File: src/sniffer_settings.svh
// timing thresholds are CTRL_CLK cycles at a nominal 4 MHz
// command bytes are compared in bus order, MSB first
// the reset pulse length here is only the default of the hub and top
// parameter RST_PULSE_CYCLES, which must be at least 1
`ifndef SNIFFER_SETTINGS_SVH
`define SNIFFER_SETTINGS_SVH

`define SNIF_VIRT_EDGE_TH      8'd32    // virtual falling edge 8 us after a rise
`define SNIF_IDLE_CYCLES       8'd255   // line high this long ends any frame

`define SNIF_CMD_POLL          8'h01
`define SNIF_CMD_GAMEID        8'h1D

// Z + start + L + R, in report bit order
`define SNIF_IGR_COMBO         16'h0C0C

`define SNIF_RST_PULSE_CYCLES  20'hFFFFF // roughly 260 ms of reset drive

`endif

File: src/sniffer_pkg.sv
// types shared by the decoder, both captures and the hub
// report word keeps bus order, first received bit in bit 0
// game id keeps byte 0 in the top byte, each byte MSB first
`default_nettype none

package sniffer_pkg;

  typedef logic [31:0] ctrl_word_t;  // buttons 15:0, x axis 23:16, y axis 31:24
  typedef logic [79:0] game_id_t;

  // one entry per CTRL_CLK from the bit decoder
  typedef struct packed {
    logic stb;   // a bit was decided this cycle
    logic val;   // its value, valid with stb
    logic sof;   // first falling edge after an idle line
    logic idle;  // line just reached the idle count
  } bit_evt_t;

  typedef struct packed {
    logic       done;
    logic       ok;    // responder stop bit was 1
    ctrl_word_t word;
  } ctrl_rep_t;

  typedef struct packed {
    logic     done;
    logic     ok;      // good stop bit and id not all zero
    game_id_t id;
  } gid_rep_t;

endpackage

`default_nettype wire

File: src/ctrl_report_capture.sv
// follows poll frames only: 8 command bits, console stop bit,
// 32 report bits, responder stop bit
// report bits land in order, first received in bit 0
`default_nettype none
`include "sniffer_settings.svh"

module ctrl_report_capture
  import sniffer_pkg::*;
(
  input  logic      CTRL_CLK,
  input  logic      CTRL_nRST,
  input  bit_evt_t  bit_evt_i,
  output ctrl_rep_t rep_o
);

  typedef enum logic [1:0] {
    CAP_IDLE,
    CAP_CMD,
    CAP_PAYLOAD
  } cap_state_t;

  cap_state_t state;
  logic [5:0] bit_cnt;
  logic [6:0] cmd_sr;     // first 7 command bits, last one is taken live
  ctrl_word_t word_sr;

  always_ff @(posedge CTRL_CLK or negedge CTRL_nRST) begin
    if (!CTRL_nRST) begin
      state   <= CAP_IDLE;
      bit_cnt <= 6'd0;
      cmd_sr  <= 7'd0;
      word_sr <= '0;
      rep_o   <= '0;
    end else begin
      rep_o.done <= 1'b0;
      if (bit_evt_i.idle) begin
        state <= CAP_IDLE;      // frame cut short
      end else if (bit_evt_i.sof) begin
        state   <= CAP_CMD;
        bit_cnt <= 6'd0;
      end else if (bit_evt_i.stb) begin
        case (state)
          CAP_CMD: begin
            cmd_sr  <= {cmd_sr[5:0], bit_evt_i.val};
            bit_cnt <= bit_cnt + 6'd1;
            if (bit_cnt == 6'd7) begin
              bit_cnt <= 6'd0;
              state   <= ({cmd_sr, bit_evt_i.val} == `SNIF_CMD_POLL) ? CAP_PAYLOAD
                                                                     : CAP_IDLE;
            end
          end
          CAP_PAYLOAD: begin
            bit_cnt <= bit_cnt + 6'd1;
            if (bit_cnt == 6'd33) begin  // responder stop bit
              state      <= CAP_IDLE;
              rep_o.done <= 1'b1;
              rep_o.ok   <= bit_evt_i.val;
              rep_o.word <= word_sr;
            end else if (bit_cnt != 6'd0) begin  // count 0 is the console stop bit
              word_sr <= {bit_evt_i.val, word_sr[31:1]};
            end
          end
          default: begin
          end
        endcase
      end
    end
  end

  a_done_single: assert property (@(posedge CTRL_CLK) disable iff (!CTRL_nRST)
    rep_o.done |=> !rep_o.done);

endmodule

`default_nettype wire

File: src/game_id_capture.sv
// follows game-id frames only: 8 command bits, console stop bit,
// 80 id bits, responder stop bit
// an all-zero id is reported as not ok
`default_nettype none
`include "sniffer_settings.svh"

module game_id_capture
  import sniffer_pkg::*;
(
  input  logic     CTRL_CLK,
  input  logic     CTRL_nRST,
  input  bit_evt_t bit_evt_i,
  output gid_rep_t rep_o
);

  typedef enum logic [1:0] {
    GID_IDLE,
    GID_CMD,
    GID_PAYLOAD
  } gid_state_t;

  gid_state_t state;
  logic [6:0] bit_cnt;
  logic [6:0] cmd_sr;
  game_id_t   id_sr;

  //////////////////////////////////////////////////////////////////////
  // id bits arrive byte 0 first, MSB first, so shifting in from the
  // bottom leaves byte 0 in bits 79:72 and byte 9 in bits 7:0
  //////////////////////////////////////////////////////////////////////

  always_ff @(posedge CTRL_CLK or negedge CTRL_nRST) begin
    if (!CTRL_nRST) begin
      state   <= GID_IDLE;
      bit_cnt <= 7'd0;
      cmd_sr  <= 7'd0;
      id_sr   <= '0;
      rep_o   <= '0;
    end else begin
      rep_o.done <= 1'b0;
      if (bit_evt_i.idle) begin
        state <= GID_IDLE;
      end else if (bit_evt_i.sof) begin
        state   <= GID_CMD;
        bit_cnt <= 7'd0;
      end else if (bit_evt_i.stb) begin
        case (state)
          GID_CMD: begin
            cmd_sr  <= {cmd_sr[5:0], bit_evt_i.val};
            bit_cnt <= bit_cnt + 7'd1;
            if (bit_cnt == 7'd7) begin
              bit_cnt <= 7'd0;
              state   <= ({cmd_sr, bit_evt_i.val} == `SNIF_CMD_GAMEID) ? GID_PAYLOAD
                                                                       : GID_IDLE;
            end
          end
          GID_PAYLOAD: begin
            bit_cnt <= bit_cnt + 7'd1;
            if (bit_cnt == 7'd81) begin  // responder stop bit
              state      <= GID_IDLE;
              rep_o.done <= 1'b1;
              rep_o.ok   <= bit_evt_i.val & (|id_sr);
              rep_o.id   <= id_sr;
            end else if (bit_cnt != 7'd0) begin  // skip console stop bit
              id_sr <= {id_sr[78:0], bit_evt_i.val};
            end
          end
          default: begin
          end
        endcase
      end
    end
  end

endmodule

`default_nettype wire

File: src/n64_bit_decoder.sv
// line must idle high; a bit cell starts at a falling edge
// bit value is 1 when the low time is shorter than the high time
// events come out 3 cycles after the line edge that decides them
// a bit whose line stays high is closed by a virtual edge
`default_nettype none
`include "sniffer_settings.svh"

module n64_bit_decoder
  import sniffer_pkg::*;
(
  input  logic     CTRL_CLK,
  input  logic     CTRL_nRST,
  input  logic     ctrl_line_i,
  output bit_evt_t bit_evt_o
);

  logic [2:0] line_hist;  // [0] first sync stage, [2] oldest
  logic [7:0] wait_cnt;   // cycles since last edge, saturates
  logic [7:0] low_cnt;
  logic       last_rise;  // line is in the high part of a cell

  logic fall_edge;
  logic rise_edge;
  logic cnt_full;
  logic fall_real;
  logic fall_virt;

  assign fall_edge = line_hist[2] & ~line_hist[1];
  assign rise_edge = ~line_hist[2] & line_hist[1];
  assign cnt_full  = (wait_cnt == `SNIF_IDLE_CYCLES);

  // a real falling edge only ends a bit before the virtual one fired
  assign fall_real = fall_edge & last_rise & (wait_cnt < `SNIF_VIRT_EDGE_TH);
  assign fall_virt = last_rise & ~fall_edge & (wait_cnt == `SNIF_VIRT_EDGE_TH);

  //////////////////////////////////////////////////////////////////////
  // edge timing
  //////////////////////////////////////////////////////////////////////

  always_ff @(posedge CTRL_CLK or negedge CTRL_nRST) begin
    if (!CTRL_nRST) begin
      line_hist <= 3'b111;
      wait_cnt  <= 8'd0;
      last_rise <= 1'b0;
    end else begin
      line_hist <= {line_hist[1:0], ctrl_line_i};

      if (fall_edge | rise_edge) begin
        wait_cnt <= 8'd0;
      end else if (!cnt_full) begin
        wait_cnt <= wait_cnt + 8'd1;
      end

      if (rise_edge) begin
        last_rise <= 1'b1;
      end else if (fall_edge) begin
        last_rise <= 1'b0;
      end
    end
  end

  // low part of the current cell
  always_ff @(posedge CTRL_CLK) begin
    if (rise_edge) begin
      low_cnt <= wait_cnt;
    end
  end

  //////////////////////////////////////////////////////////////////////
  // event output
  //////////////////////////////////////////////////////////////////////

  always_ff @(posedge CTRL_CLK or negedge CTRL_nRST) begin
    if (!CTRL_nRST) begin
      bit_evt_o <= '0;
    end else begin
      bit_evt_o.stb  <= fall_real | fall_virt;
      bit_evt_o.val  <= (low_cnt < wait_cnt);   // wait_cnt is the high time here
      bit_evt_o.sof  <= fall_edge & cnt_full;
      bit_evt_o.idle <= line_hist[1] & ~rise_edge &
                        (wait_cnt == (`SNIF_IDLE_CYCLES - 8'd1));
    end
  end

  // a bit decision and the end of a frame never land together
  a_stb_not_idle: assert property (@(posedge CTRL_CLK) disable iff (!CTRL_nRST)
    !(bit_evt_o.stb && bit_evt_o.idle));

endmodule

`default_nettype wire

File: src/n64_ctrl_sniffer.sv
// controller bus sniffer, all on CTRL_CLK
// ctrl_line_i is the raw bus line, synchronised inside
// n64_rst_drive_o requests the reset line low, no open drain here
`default_nettype none
`include "sniffer_settings.svh"

module n64_ctrl_sniffer
  import sniffer_pkg::*;
#(
  parameter int unsigned RST_PULSE_CYCLES = `SNIF_RST_PULSE_CYCLES
) (
  input  logic       CTRL_CLK,
  input  logic       CTRL_nRST,
  input  logic       ctrl_line_i,
  input  logic       igr_enable_i,
  input  logic       ctrl_ack_i,
  output logic       ctrl_req_o,
  output ctrl_word_t ctrl_word_o,
  output logic       ctrl_detected_o,
  output game_id_t   game_id_o,
  output logic       game_id_valid_o,
  output logic       n64_rst_drive_o
);

  bit_evt_t  bit_evt;
  ctrl_rep_t ctrl_rep;
  gid_rep_t  gid_rep;

  n64_bit_decoder u_bit_decoder (
    .CTRL_CLK    (CTRL_CLK),
    .CTRL_nRST   (CTRL_nRST),
    .ctrl_line_i (ctrl_line_i),
    .bit_evt_o   (bit_evt)
  );

  // both captures watch the same bit stream
  ctrl_report_capture u_ctrl_capture (
    .CTRL_CLK  (CTRL_CLK),
    .CTRL_nRST (CTRL_nRST),
    .bit_evt_i (bit_evt),
    .rep_o     (ctrl_rep)
  );

  game_id_capture u_gid_capture (
    .CTRL_CLK  (CTRL_CLK),
    .CTRL_nRST (CTRL_nRST),
    .bit_evt_i (bit_evt),
    .rep_o     (gid_rep)
  );

  sniffer_status_hub #(
    .RST_PULSE_CYCLES (RST_PULSE_CYCLES)
  ) u_status_hub (
    .CTRL_CLK        (CTRL_CLK),
    .CTRL_nRST       (CTRL_nRST),
    .ctrl_rep_i      (ctrl_rep),
    .gid_rep_i       (gid_rep),
    .igr_enable_i    (igr_enable_i),
    .ctrl_ack_i      (ctrl_ack_i),
    .ctrl_req_o      (ctrl_req_o),
    .ctrl_word_o     (ctrl_word_o),
    .ctrl_detected_o (ctrl_detected_o),
    .game_id_o       (game_id_o),
    .game_id_valid_o (game_id_valid_o),
    .n64_rst_drive_o (n64_rst_drive_o)
  );

endmodule

`default_nettype wire

File: src/sniffer_status_hub.sv
// partner must answer req with ack and drop ack only after req falls
// one pending report is held while a handshake is open, latest wins
// RST_PULSE_CYCLES must be at least 1 and fit in 20 bits
`default_nettype none
`include "sniffer_settings.svh"

module sniffer_status_hub
  import sniffer_pkg::*;
#(
  parameter int unsigned RST_PULSE_CYCLES = `SNIF_RST_PULSE_CYCLES
) (
  input  logic       CTRL_CLK,
  input  logic       CTRL_nRST,
  input  ctrl_rep_t  ctrl_rep_i,
  input  gid_rep_t   gid_rep_i,
  input  logic       igr_enable_i,
  input  logic       ctrl_ack_i,
  output logic       ctrl_req_o,
  output ctrl_word_t ctrl_word_o,
  output logic       ctrl_detected_o,
  output game_id_t   game_id_o,
  output logic       game_id_valid_o,
  output logic       n64_rst_drive_o
);

  localparam logic [19:0] PULSE_LAST = 20'(RST_PULSE_CYCLES - 1);

  typedef enum logic [1:0] {
    HS_IDLE,
    HS_REQ,
    HS_ACK_LOW   // req dropped, waiting for ack to fall
  } hs_state_t;

  hs_state_t  hs_state;
  ctrl_word_t pend_word;
  logic       pend_vld;
  logic [19:0] rst_cnt;

  logic ok_rep;
  logic hs_free;
  logic igr_hit;

  assign ok_rep  = ctrl_rep_i.done & ctrl_rep_i.ok;
  assign hs_free = ~ctrl_ack_i & ((hs_state == HS_IDLE) | (hs_state == HS_ACK_LOW));
  assign igr_hit = ok_rep & igr_enable_i & (ctrl_rep_i.word[15:0] == `SNIF_IGR_COMBO);

  assign ctrl_req_o = (hs_state == HS_REQ);

  //////////////////////////////////////////////////////////////////////
  // four-phase handshake
  //////////////////////////////////////////////////////////////////////

  always_ff @(posedge CTRL_CLK or negedge CTRL_nRST) begin
    if (!CTRL_nRST) begin
      hs_state    <= HS_IDLE;
      pend_vld    <= 1'b0;
      pend_word   <= '0;
      ctrl_word_o <= '0;
    end else begin
      if ((hs_state == HS_REQ) && ctrl_ack_i) begin
        hs_state <= HS_ACK_LOW;
      end else if (hs_free && (ok_rep || pend_vld)) begin
        ctrl_word_o <= ok_rep ? ctrl_rep_i.word : pend_word;  // newest first
        pend_vld    <= 1'b0;
        hs_state    <= HS_REQ;
      end else if ((hs_state == HS_ACK_LOW) && !ctrl_ack_i) begin
        hs_state <= HS_IDLE;
      end

      if (ok_rep && !hs_free) begin
        pend_word <= ctrl_rep_i.word;
        pend_vld  <= 1'b1;
      end
    end
  end

  //////////////////////////////////////////////////////////////////////
  // status flags and in-game reset
  //////////////////////////////////////////////////////////////////////

  always_ff @(posedge CTRL_CLK or negedge CTRL_nRST) begin
    if (!CTRL_nRST) begin
      ctrl_detected_o <= 1'b0;
      game_id_o       <= '0;
      game_id_valid_o <= 1'b0;
      n64_rst_drive_o <= 1'b0;
      rst_cnt         <= 20'd0;
    end else begin
      if (ctrl_rep_i.done) begin
        ctrl_detected_o <= ctrl_rep_i.ok;
      end
      if (gid_rep_i.done) begin
        game_id_o       <= gid_rep_i.id;
        game_id_valid_o <= gid_rep_i.ok;
      end

      if (igr_hit) begin
        n64_rst_drive_o <= 1'b1;
        rst_cnt         <= PULSE_LAST;
      end else if (rst_cnt != 20'd0) begin
        rst_cnt <= rst_cnt - 20'd1;
      end else begin
        n64_rst_drive_o <= 1'b0;   // pulse over
      end
    end
  end

  // offered word holds until the partner takes it
  a_word_stable: assert property (@(posedge CTRL_CLK) disable iff (!CTRL_nRST)
    (ctrl_req_o && !ctrl_ack_i) |=> $stable(ctrl_word_o));

endmodule

`default_nettype wire

File: config.mk
export PLATFORM = sky130hd
export DESIGN_NAME = n64_ctrl_sniffer
export DESIGN_NICKNAME = d
export VERILOG_FILES = /design/src/sniffer_pkg.sv /design/src/ctrl_report_capture.sv /design/src/game_id_capture.sv /design/src/n64_bit_decoder.sv /design/src/n64_ctrl_sniffer.sv /design/src/sniffer_status_hub.sv
export VERILOG_INCLUDE_DIRS = /design/src /design/src/src
export SDC_FILE = /design/constraint.sdc
export NUM_CORES = 1
export LEC_CHECK = 0
export BUFFER_PORTS_ARGS = -buffer_cell sky130_fd_sc_hd__buf_2
export CAP_MARGIN = 10
export CORE_MARGIN = 8
export CORE_UTILIZATION = 60
export DETAILED_ROUTE_END_ITERATION = 16
export PLACE_DENSITY_LB_ADDON = 0.25
export SLEW_MARGIN = 5
export SYNTH_ARGS = -nofsm -noshare
export SYNTH_HDL_FRONTEND = slang
export SYNTH_SLANG_ARGS = --single-unit
File: constraint.sdc
create_clock -name CTRL_CLK -period 4.4 [get_ports CTRL_CLK]
set_input_delay 0.44 -clock CTRL_CLK [delete_from_list [all_inputs] [get_ports CTRL_CLK]]
set_output_delay 0.44 -clock CTRL_CLK [all_outputs]
set_load 0.05 [all_outputs]
### Word-level counts from Yosys, hierarchy flattened

Cells that the tools add are included.

| storage, ports and cells | value |
|---|---|
| output and inout port bits | 116 |
| logic and storage cells | 168 |
| bits in registers | 453 |
| input port bits | 5 |

| operators by class | value |
|---|---|
| equality and inequality tests | 23 |
| magnitude comparators | 2 |
| bitwise gates (word level) | 27 |
| multiplexer cells | 47 |
| add/sub/neg operators | 4 |
| reduce and logical (&&, ||, !) cells | 34 |

Operator list:

| kind | number |
|---|---|
| $mux 82 | 5 |
| $mux 34 | 5 |
| $reduce_or 80->1 | 1 |
| $mux 20 | 2 |
| $mux 32 | 1 |
| $mux 2 | 15 |
| $mux 7 | 3 |
| $reduce_bool 20->1 | 1 |
| $sub 20x1->20 const B | 1 |
| $mux 6 | 3 |
| $eq 16x12->1 const B | 1 |
| $eq 8x8->1 const B | 2 |
| $mux 8 | 2 |
| $ne 4x3->1 const B | 4 |
| $reduce_and 4->1 | 4 |
| $and 1x1->1 | 14 |
| $pmux 7 s2 | 1 |
| $pmux 6 s2 | 1 |
| $reduce_and 6->1 | 2 |
| $reduce_bool 3->1 | 4 |
| $not 1->1 | 10 |
| $reduce_and 5->1 | 2 |
| $add 8x1->8 const B | 1 |
| $eq 8x1->1 const B | 1 |
| 27 further kinds | 51 |

### Depth between registers and ports, before layout

Gate-level depths: netlist (run 1).

| logic depth | value |
|---|---|
| word-level depth | 7 |
| gate-level depth with buffers | 8 |
| gate-level depth less buffers | 6 |

### Modules after synthesis

Synthesis (run 1) repeated with hierarchy kept, for this count alone.

| second synthesis, totals | value |
|---|---|
| cells, all modules | 1301 |
| area, all modules | 18982.0 µm² |

Modules (own cells, without submodules):

| module | times used | seq. area each (µm²) | cells an instance | area an instance (µm²) |
|---|---|---|---|---|
| game_id_capture | 1 | 4454.3 | 462 | 7428.4 |
| sniffer_status_hub | 1 | 4254.1 | 520 | 6966.7 |
| ctrl_report_capture | 1 | 2026.9 | 226 | 3439.5 |
| n64_bit_decoder | 1 | 644.4 | 93 | 1147.4 |

### Worst setup path after synthesis (run 1)

No wires, ideal clock.

| timing | value |
|---|---|
| kind | reg-to-reg |
| start | reg u_gid_capture.state[0] |
| end | reg u_gid_capture.rep_o[23] (netlist name) |
| stages on the path, launching flop included | 8 |
| library setup time | 125 ps |
| arrival | 1829 ps |
| path slack | 2447 ps |
| required time | 4275 ps |
| clock period less this slack | 1953 ps |
| cells stage by stage | dfrtp_1 inv_1 ha_1 and4bb_2 nand3_1 clkbuf_1 buf_2 mux2_2 |

| between the ends | value |
|---|---|
| cells in the longest elaborated chain, start to end | 2 |

Ends and longest elaborated chain:

| element | RTL line | source |
|---|---|---|
| from (decl) | game_id_capture.sv:22 | `gid_state_t state;` |
| from (signal assigned) | game_id_capture.sv:53 | `` state <= ({cmd_sr, bit_evt_i.val} == `SNIF_CMD_GAMEID) ? GID_PAYLOAD `` |
| $eq 2x2->1 | game_id_capture.sv:47 | `case (state)` |
| $reduce_and 5->1 (no line) | - |  |
| to (decl) | game_id_capture.sv:13 | `output gid_rep_t rep_o` |

Every way passes these cells.
A chain may end at the register's enable or synchronous reset.

### Worst setup path in the final report (run 1)

| timing | value |
|---|---|
| start | reg u_gid_capture.bit_cnt[3] |
| end | reg u_gid_capture.rep_o[27] (netlist name) |

| between the ends | value |
|---|---|
| cells in the longest elaborated chain, start to end | 2 |

Ends and longest elaborated chain:

| element | RTL line | source |
|---|---|---|
| from (decl) | game_id_capture.sv:23 | `logic [6:0] bit_cnt;` |
| from (signal assigned) | game_id_capture.sv:50 | `bit_cnt <= bit_cnt + 7'd1;` |
| from (signal assigned) | game_id_capture.sv:58 | `bit_cnt <= bit_cnt + 7'd1;` |
| $eq 7x7->1 | game_id_capture.sv:59 | `if (bit_cnt == 7'd81) begin` |
| $reduce_and 5->1 (no line) | - |  |

Every way passes these cells.

==> results of run 1 <==
-- area by class of cell --
class                      instances  area, um^2
inverter                          31       116.4
timing repair buffer             135       775.7
clock inverter                     8       123.9
multi-input combinational        763        6793
sequential                       453       11380
tap                              396       495.5
fill                            2120        9532
clock buffer                      67        1290
-- through the flow --
stage          cells  power [mW]  hold WS [ns]  instance area [um^2]  setup slack, ns
6_report        1853       8.015      -0.03760                 20980            1.520
3_5_place_dp    1777       4.415        0.3476                 19550            1.530
2_1_floorplan   1310       4.308        0.1444                 18510            2.447
5_1_grt         1853       8.292       0.06171                 20980            1.347
4_1_cts         1853       8.115       0.03112                 20980            1.531
3_3_place_gp    1777       4.411        0.3468                 19550            1.599
-- worst paths after layout --
path | startpoint | to | slack (ns)
setup / recovery | u_gid_capture.bit_cnt[3]$_DFFE_PN0P_ | u_gid_capture.rep_o[27]$_DFFE_PN0P_ | 1.52
hold / removal | CTRL_nRST | u_status_hub.ctrl_word_o[17]$_DFFE_PN0P_ | -0.04
setup reg to reg | u_gid_capture.bit_cnt[3]$_DFFE_PN0P_ | u_gid_capture.rep_o[27]$_DFFE_PN0P_ | 1.52
hold reg to reg | u_bit_decoder.line_hist[0]$_DFF_PN1_ | u_bit_decoder.line_hist[1]$_DFF_PN1_ | 0.36
max in group asynchronous | CTRL_nRST | u_bit_decoder.line_hist[2]$_DFF_PN1_ | 3.42
min in group CTRL_CLK | ctrl_ack_i | u_status_hub.hs_state[1]$_DFFE_PN0P_ | 0.22
-- logic make-up after synthesis --
family          Yosys count  synth area share [%]
compound gates          135                 4.623
xor+xnor                  5                0.2366
fa+ha+maj                26                 1.744
flops                   453                 61.47
mux                     401                 24.08
buf+inv                  94                 2.089
simple gates            196                 5.759
-- layer usage --
metal	track usage, %	part of all wire [%]
met1	26.61	46
met2	30.73	48
met3	3.286	4.5
met4	4.322	1.5
met5	0	0
-- worst register-to-register path: stages, from the launching register on --
cell	delay, ns
dfrtp_1	0.47
nor3_1	0.51
nand3_4	0.90
buf_4	0.56
mux2_1	0.33
-- cell usage in the layout (no fill, tap or decap), types with 6 or more instances in the layout --
cell	synthesis	final
edfxtp_1	8	8
a21boi_0	15	15
nand3_1	18	17
nor2_1	24	24
o31ai_1	8	8
dfrtp_1	442	441
nand2_1	49	48
buf_4	0	10
clkbuf_1	39	15
clkbuf_8	0	6
nor4_1	31	31
mux2i_1	47	47
nand4_1	13	13
clkbuf_16	0	46
mux2_1	22	22
buf_2	21	119
ha_1	25	25
o21ai_0	49	49
mux2_2	332	332
inv_1	31	31
a21oi_1	21	21
nor3_1	13	13
-- power by group through the flow --
| stage | combinational, mW | sequential, mW | clock (mW) |
|---|---|---|---|
| 3_5_place_dp | 0.134 | 4.28 | 0 |
| 5_1_grt | 0.152 | 4.20 | 3.93 |
| 4_1_cts | 0.135 | 4.20 | 3.78 |
| 6_report | 0.128 | 4.20 | 3.68 |
| 3_3_place_gp | 0.131 | 4.28 | 0 |
| 2_1_floorplan | 0.0327 | 4.27 | 0 |
-- state kept, by name (all words and copies together), names as in the netlist --
signal,flops
u_gid_capture.bit_cnt,7
u_status_hub.hs_state,2
u_gid_capture.rep_o,82
u_gid_capture.id_sr,80
u_gid_capture.state,2
u_status_hub.game_id_valid_o,1
u_status_hub.rst_cnt,20
u_bit_decoder.low_cnt,8
u_status_hub.ctrl_word_o,32
u_status_hub.ctrl_detected_o,1
u_ctrl_capture.state,2
u_ctrl_capture.word_sr,32
u_ctrl_capture.cmd_sr,7
u_status_hub.pend_word,32
u_ctrl_capture.bit_cnt,6
u_bit_decoder.wait_cnt,8
u_gid_capture.cmd_sr,7
u_status_hub.game_id_o,80
u_status_hub.n64_rst_drive_o,1
u_status_hub.pend_vld,1
u_bit_decoder.line_hist,3
u_bit_decoder.bit_evt_o,4
u_bit_decoder.last_rise,1
u_ctrl_capture.rep_o,34
==> metrics.md, run 1 <==
| Metric | Value |
|---|---|
| Int Pwr | `6.366 mW` |
| RePlAce Congestion | `approximately 0.85` |
| Wire per inst | `~18 um` |
| Finished Core Util | `a little under 70%` |
| Global route total overflow | `0` |
| Post-synth top area share | `59.75%` |
| DRC viols | `0` |
| Cell family with most CP delay | `simple AND/OR/NAND/NOR gates` |
| Max capacitance violation total | `0` |
| Global-route usage over all layers | `approximately a fifth` |
| CP bufs+invs | `1` |
| First-pass DRT Iterations | `4` |
| Largest net degree at the start of global routing | `around 120` |
| Post-synthesis register bit count | `around 450` |
| Critical Path Fanout Max | `just under 70` |
| Latest clock arrival within the worst-skew pair | `between 0.5 and 0.6 ns` |
| CORE AREA | `between 0.03 and 0.04 mm^2` |
| Pwr/cell area | `around 380 mW/mm^2` |
| Critical path data required time | `~4.8 ns` |
| Worst slew pin tran | `1.090 ns` |
| Switching power | `about 1.6 mW` |
| Crit-path cells | `nor3_1, nand3_4, buf_4, mux2_1` |
| Setup bufs post-CTS | `0` |
| Primary FF master, synth | `dfrtp_1` |
| Slew headroom | `approximately 27%` |
| Crit start category | `flip-flop` |
| Final ANT Viol Nets | `0` |
| Fin crit period | `about 2.9 ns` |
| Sequential share of power | `a little over half` |
| Post-synthesis cell area | `approximately 0.019 mm^2` |
| Diodes inserted | `0` |
| Setup violations, final | `0` |
| Clk root buf | `clkbuf_16` |
| Input/output buffers | `120` |
| CTS Sinks | `approximately 450` |
| Clock Path Buffers | `3` |
| Clock share of power | `45.9%` |
| Worst clock skew | `between 0.015 and 0.02 ns` |
| TritonCTS clock tree | `built` |
| Area delta synth->final | `13.32%` |
| First-pass GRT wire length | `between 50 and 60 mm` |
| RSZ-0062 raised after global routing | `false` |
| FP Rows | `64` |
| Status | `finished, violations left` |
| Full die area | `approximately 0.037 mm^2` |
| Sequential element share of the synthesized area | `around 60%` |
| Hold Worst Slack | `-0.03760 ns` |
| Combinational power share | `under 10%` |
| Worst path depth | `4` |
| Final wirelength | `34.11 mm` |
| Failing checks | `hold timing` |
| Post-cts sizing count | `0` |
| Syn_nets | `1340` |
| Max-slew violation count | `0` |
| I/O pin cnt | `approximately 120` |
| Synth unique cells | `66` |
| Synth top area cells | `dfrtp_1 (60%), mux2_2 (20%), mux2i_1 (2.5%)` |
| Setup total negative slack | `0 ns` |
| DIE WIDTH | `roughly 190 um` |
| DR vias | `~11k` |
| Top-count cell post-synth | `dfrtp_1` |
| Synth Warn # | `0` |
| Static Leak | `roughly 11 nW` |
| Top cells by count, synth | `dfrtp_1 (442), mux2_2 (332), nand2_1 (49), o21ai_0 (49), mux2i_1 (47)` |
| Vias per std cell | `5.797` |
| CP Capture Type | `flip-flop` |
| Path type of the worst setup path | `reg2reg` |
| Worst path slowest cell | `nand3_4` |
| Detailed Place HPWL | `around 22 mm` |
| Die Ht | `between 150 and 200 um` |
| Worst vdd ir | `around 0.00029 V` |
| Asr flop ratio synth | `about 98%` |
| CP max stage delay | `about 0.90 ns` |
| Syn_area_per_cell | `roughly 14 um^2` |
| Initial Util | `60.68%` |
| Tcrit/Tclk final | `65.44%` |
| Yosys top cell by area | `dfrtp_1` |
| Initial DRC count | `about 600` |
| Initial antenna violation count | `0` |
| HP Class | `in2async` |
| R2R depth | `4` |
| Hold_buf cts | `1` |
| Post-synth EDFFs | `8` |
| Final Hold Vio Count | `12` |
| Switching Share | `between 20% and 30%` |
| Arr. time, crit path | `3.31 ns` |
| Num CTS Buffers | `45` |
| Maximum clock rate | `347.3 MHz` |
| H-tree Lvls | `2` |
| Vias in the first global route | `roughly 11k` |
| Clk slew on worst S/H paths | `about 0.06 ns` |
| Layout cell share with drive strength beyond 1 | `a little under two fifths` |
| Final nets | `1459` |
| Mapped Cells | `1310` |
Note: power is estimated with default switching activity, not from simulation.
==> inputs of run 2 (changes only) <==
Clock period 4.4 ns to 2.9 ns, I/O delays scaled along.
==> run 2 against run 1 <==
  * The run now ends clean
  * Final cell count is 1.2% higher
  * Design area increased by 1.3%
  * Routed wire length is 0.31% lower
  * Critical path depth up 1
  * Fmax up 22%
  * Combinational power grew 56%
  * Clock power is 58% higher
  * Sequential power is 52% higher
  * Worst hold slack better by 0.11 ns
  * Sequential share of layout area shrank 0.72 points
  * Worst setup slack worse by 0.99 ns
  * Via count up 0.12%
==> metrics.md, run 2 (synthesized netlist as in run 1, its figures left out) <==
| Metric | Value |
|---|---|
| Static Leak | `10.80 nW` |
| Setup bufs post-CTS | `0` |
| Final Hold Vio Count | `0` |
| Arr. time, crit path | `about 2.8 ns` |
| Final nets | `around 1.5k` |
| Regs by FF count | `u_gid_capture.rep_o (82), u_gid_capture.id_sr (80), u_status_hub.game_id_o (80)` |
| Fin crit period | `2.365 ns` |
| CP Capture Type | `flip-flop` |
| Max FFs per register | `between 80 and 90` |
| Area delta synth->final | `14.84%` |
| Final ANT Viol Nets | `0` |
| Pwr/cell area | `583.8 mW/mm^2` |
| CP max stage delay | `~0.50 ns` |
| Fillers | `2069` |
| Largest Register | `u_gid_capture.rep_o` |
| DR vias | `about 11k` |
| CORE AREA | `between 0.03 and 0.04 mm^2` |
| Maximum clock rate | `422.9 MHz` |
| CTS Sinks | `between 400 and 500` |
| DP Area | `approximately 0.02 mm^2` |
| Layout cell share with drive strength beyond 1 | `between 30% and 40%` |
| Reg2reg setup slack | `0.54 ns` |
| Final critical-path setup slack | `between 0.5 and 0.6 ns` |
| Footprint of the multi-input gates | `just under 0.007 mm^2` |
| First-pass DRT Iterations | `4` |
| Slew headroom | `between 40% and 50%` |
| Vias in the first global route | `between 10k and 15k` |
| Initial antenna violation count | `0` |
| GRT Max-Usage Layer | `met2` |
| Clk root buf | `clkbuf_16` |
| Finished Core Util | `69.68%` |
| Worst slew pin tran | `approximately 0.82 ns` |
| Critical Path Fanout Max | `37` |
| First-pass GRT wire length | `57.25 mm` |
| Largest net degree at the start of global routing | `84` |
| Worst vdd ir | `0.0005551 V` |
| Crit start category | `flip-flop` |
| Hold_buf cts | `2` |
| Input/output buffers | `between 100 and 150` |
| Status | `finished clean` |
| Final Cell Area | `between 0.02 and 0.025 mm^2` |
| Initial DRC count | `~530` |
| RSZ-0062 raised after global routing | `false` |
| Register area | `roughly 0.011 mm^2` |
| TritonCTS clock tree | `built` |
| Path type of the worst setup path | `reg2reg` |
| DRC viols | `0` |
| Critical path data required time | `between 3 and 4 ns` |
| Final wirelength | `34.01 mm` |
| M2 GR Usage | `30.54%` |
| Initial Util | `approximately 61%` |
| Most frequent cells in the layout | `dfrtp_1 (441), mux2_2 (332), buf_2 (119), o21ai_0 (49), nand2_1 (48)` |
| Met3 Usage GRT | `roughly 3.4%` |
| I/O pin cnt | `121` |
| Max-slew violation count | `0` |
| Clock Path Buffers | `3` |
| RePlAce Congestion | `around 0.8` |
| DIE WIDTH | `roughly 190 um` |
| DP Worst Slack | `between 0.6 and 0.7 ns` |
| Crit-path cells | `nor3_1, o21ai_0, nand2_4, buf_12, mux2_2` |
| FP Rows | `64` |
| Clk slew on worst S/H paths | `approximately 0.06 ns` |
| Diodes inserted | `0` |
| HP Class | `in2reg` |
| Cell family with most CP delay | `simple AND/OR/NAND/NOR gates` |
| Num CTS Buffers | `46` |
| H-tree Lvls | `2` |
| Max capacitance violation total | `0` |
| Met1 Use GR | `between 20% and 30%` |
| CP bufs+invs | `1` |
| Latest clock arrival within the worst-skew pair | `around 0.54 ns` |
| Worst path slowest cell | `nor3_1` |
| Tcrit/Tclk final | `81.54%` |
| Setup total negative slack | `0 ns` |
| Detailed Place HPWL | `about 22 mm` |
| Most common cell after layout, fill and taps aside | `dfrtp_1` |
| Global route total overflow | `0` |
| Wire per inst | `between 15 and 20 um` |
| Vias per std cell | `5.735` |
| Setup violations, final | `0` |
| Post-cts sizing count | `0` |
| Global-route usage over all layers | `a little under a fifth` |
| Die Ht | `approximately 190 um` |
| Worst clock skew | `0.01529 ns` |
| Full die area | `0.03673 mm^2` |
==> run 2: final timing paths <==
kind,depth (start not counted),endpoint,startpoint
setup / recovery,5,u_gid_capture.id_sr[77]$_DFFE_PN0P_,u_gid_capture.bit_cnt[3]$_DFFE_PN0P_
hold / removal,2,u_status_hub.hs_state[1]$_DFFE_PN0P_,ctrl_ack_i
setup reg to reg,5,u_gid_capture.id_sr[77]$_DFFE_PN0P_,u_gid_capture.bit_cnt[3]$_DFFE_PN0P_
max in group asynchronous,3,u_bit_decoder.line_hist[2]$_DFF_PN1_,CTRL_nRST
hold reg to reg,0,u_bit_decoder.line_hist[1]$_DFF_PN1_,u_bit_decoder.line_hist[0]$_DFF_PN1_
min in group asynchronous,2,u_status_hub.ctrl_word_o[17]$_DFFE_PN0P_,CTRL_nRST
==> run 2: per-layer routing <==
layer	vias to the layer above	wire length, um
met1	5491	15690
li1	5016	-
met3	46	1622
met4	0	644
met5	-	0
met2	201	16050
==> run 2: layout make-up <==
| class | instances | share of cell area [%] |
|---|---|---|
| multi-input cells | 763 | 31.95 |
| repair buffers | 146 | 4.403 |
| clock buffers | 64 | 6.351 |
| well taps | 396 | 2.331 |
| flip-flops and latches | 453 | 53.55 |
| clock inverters | 22 | 0.8652 |
| inverters | 31 | 0.5474 |
==> run 2: power by group <==
part	internal [mW]	switching, mW
clock network	3.44	2.39
logic	0.0488	0.151
registers	6.36	0.0223
==> run 2: per-stage QoR <==
step	power, mW	hold WS, ns	cells
final	12.41	0.07545	1875
after detailed placement	6.704	0.3281	1787
after CTS	12.59	0.05321	1875
after global routing	12.88	0.07189	1875
after floorplan	6.536	-0.005591	1310
after global placement	6.699	0.3279	1787
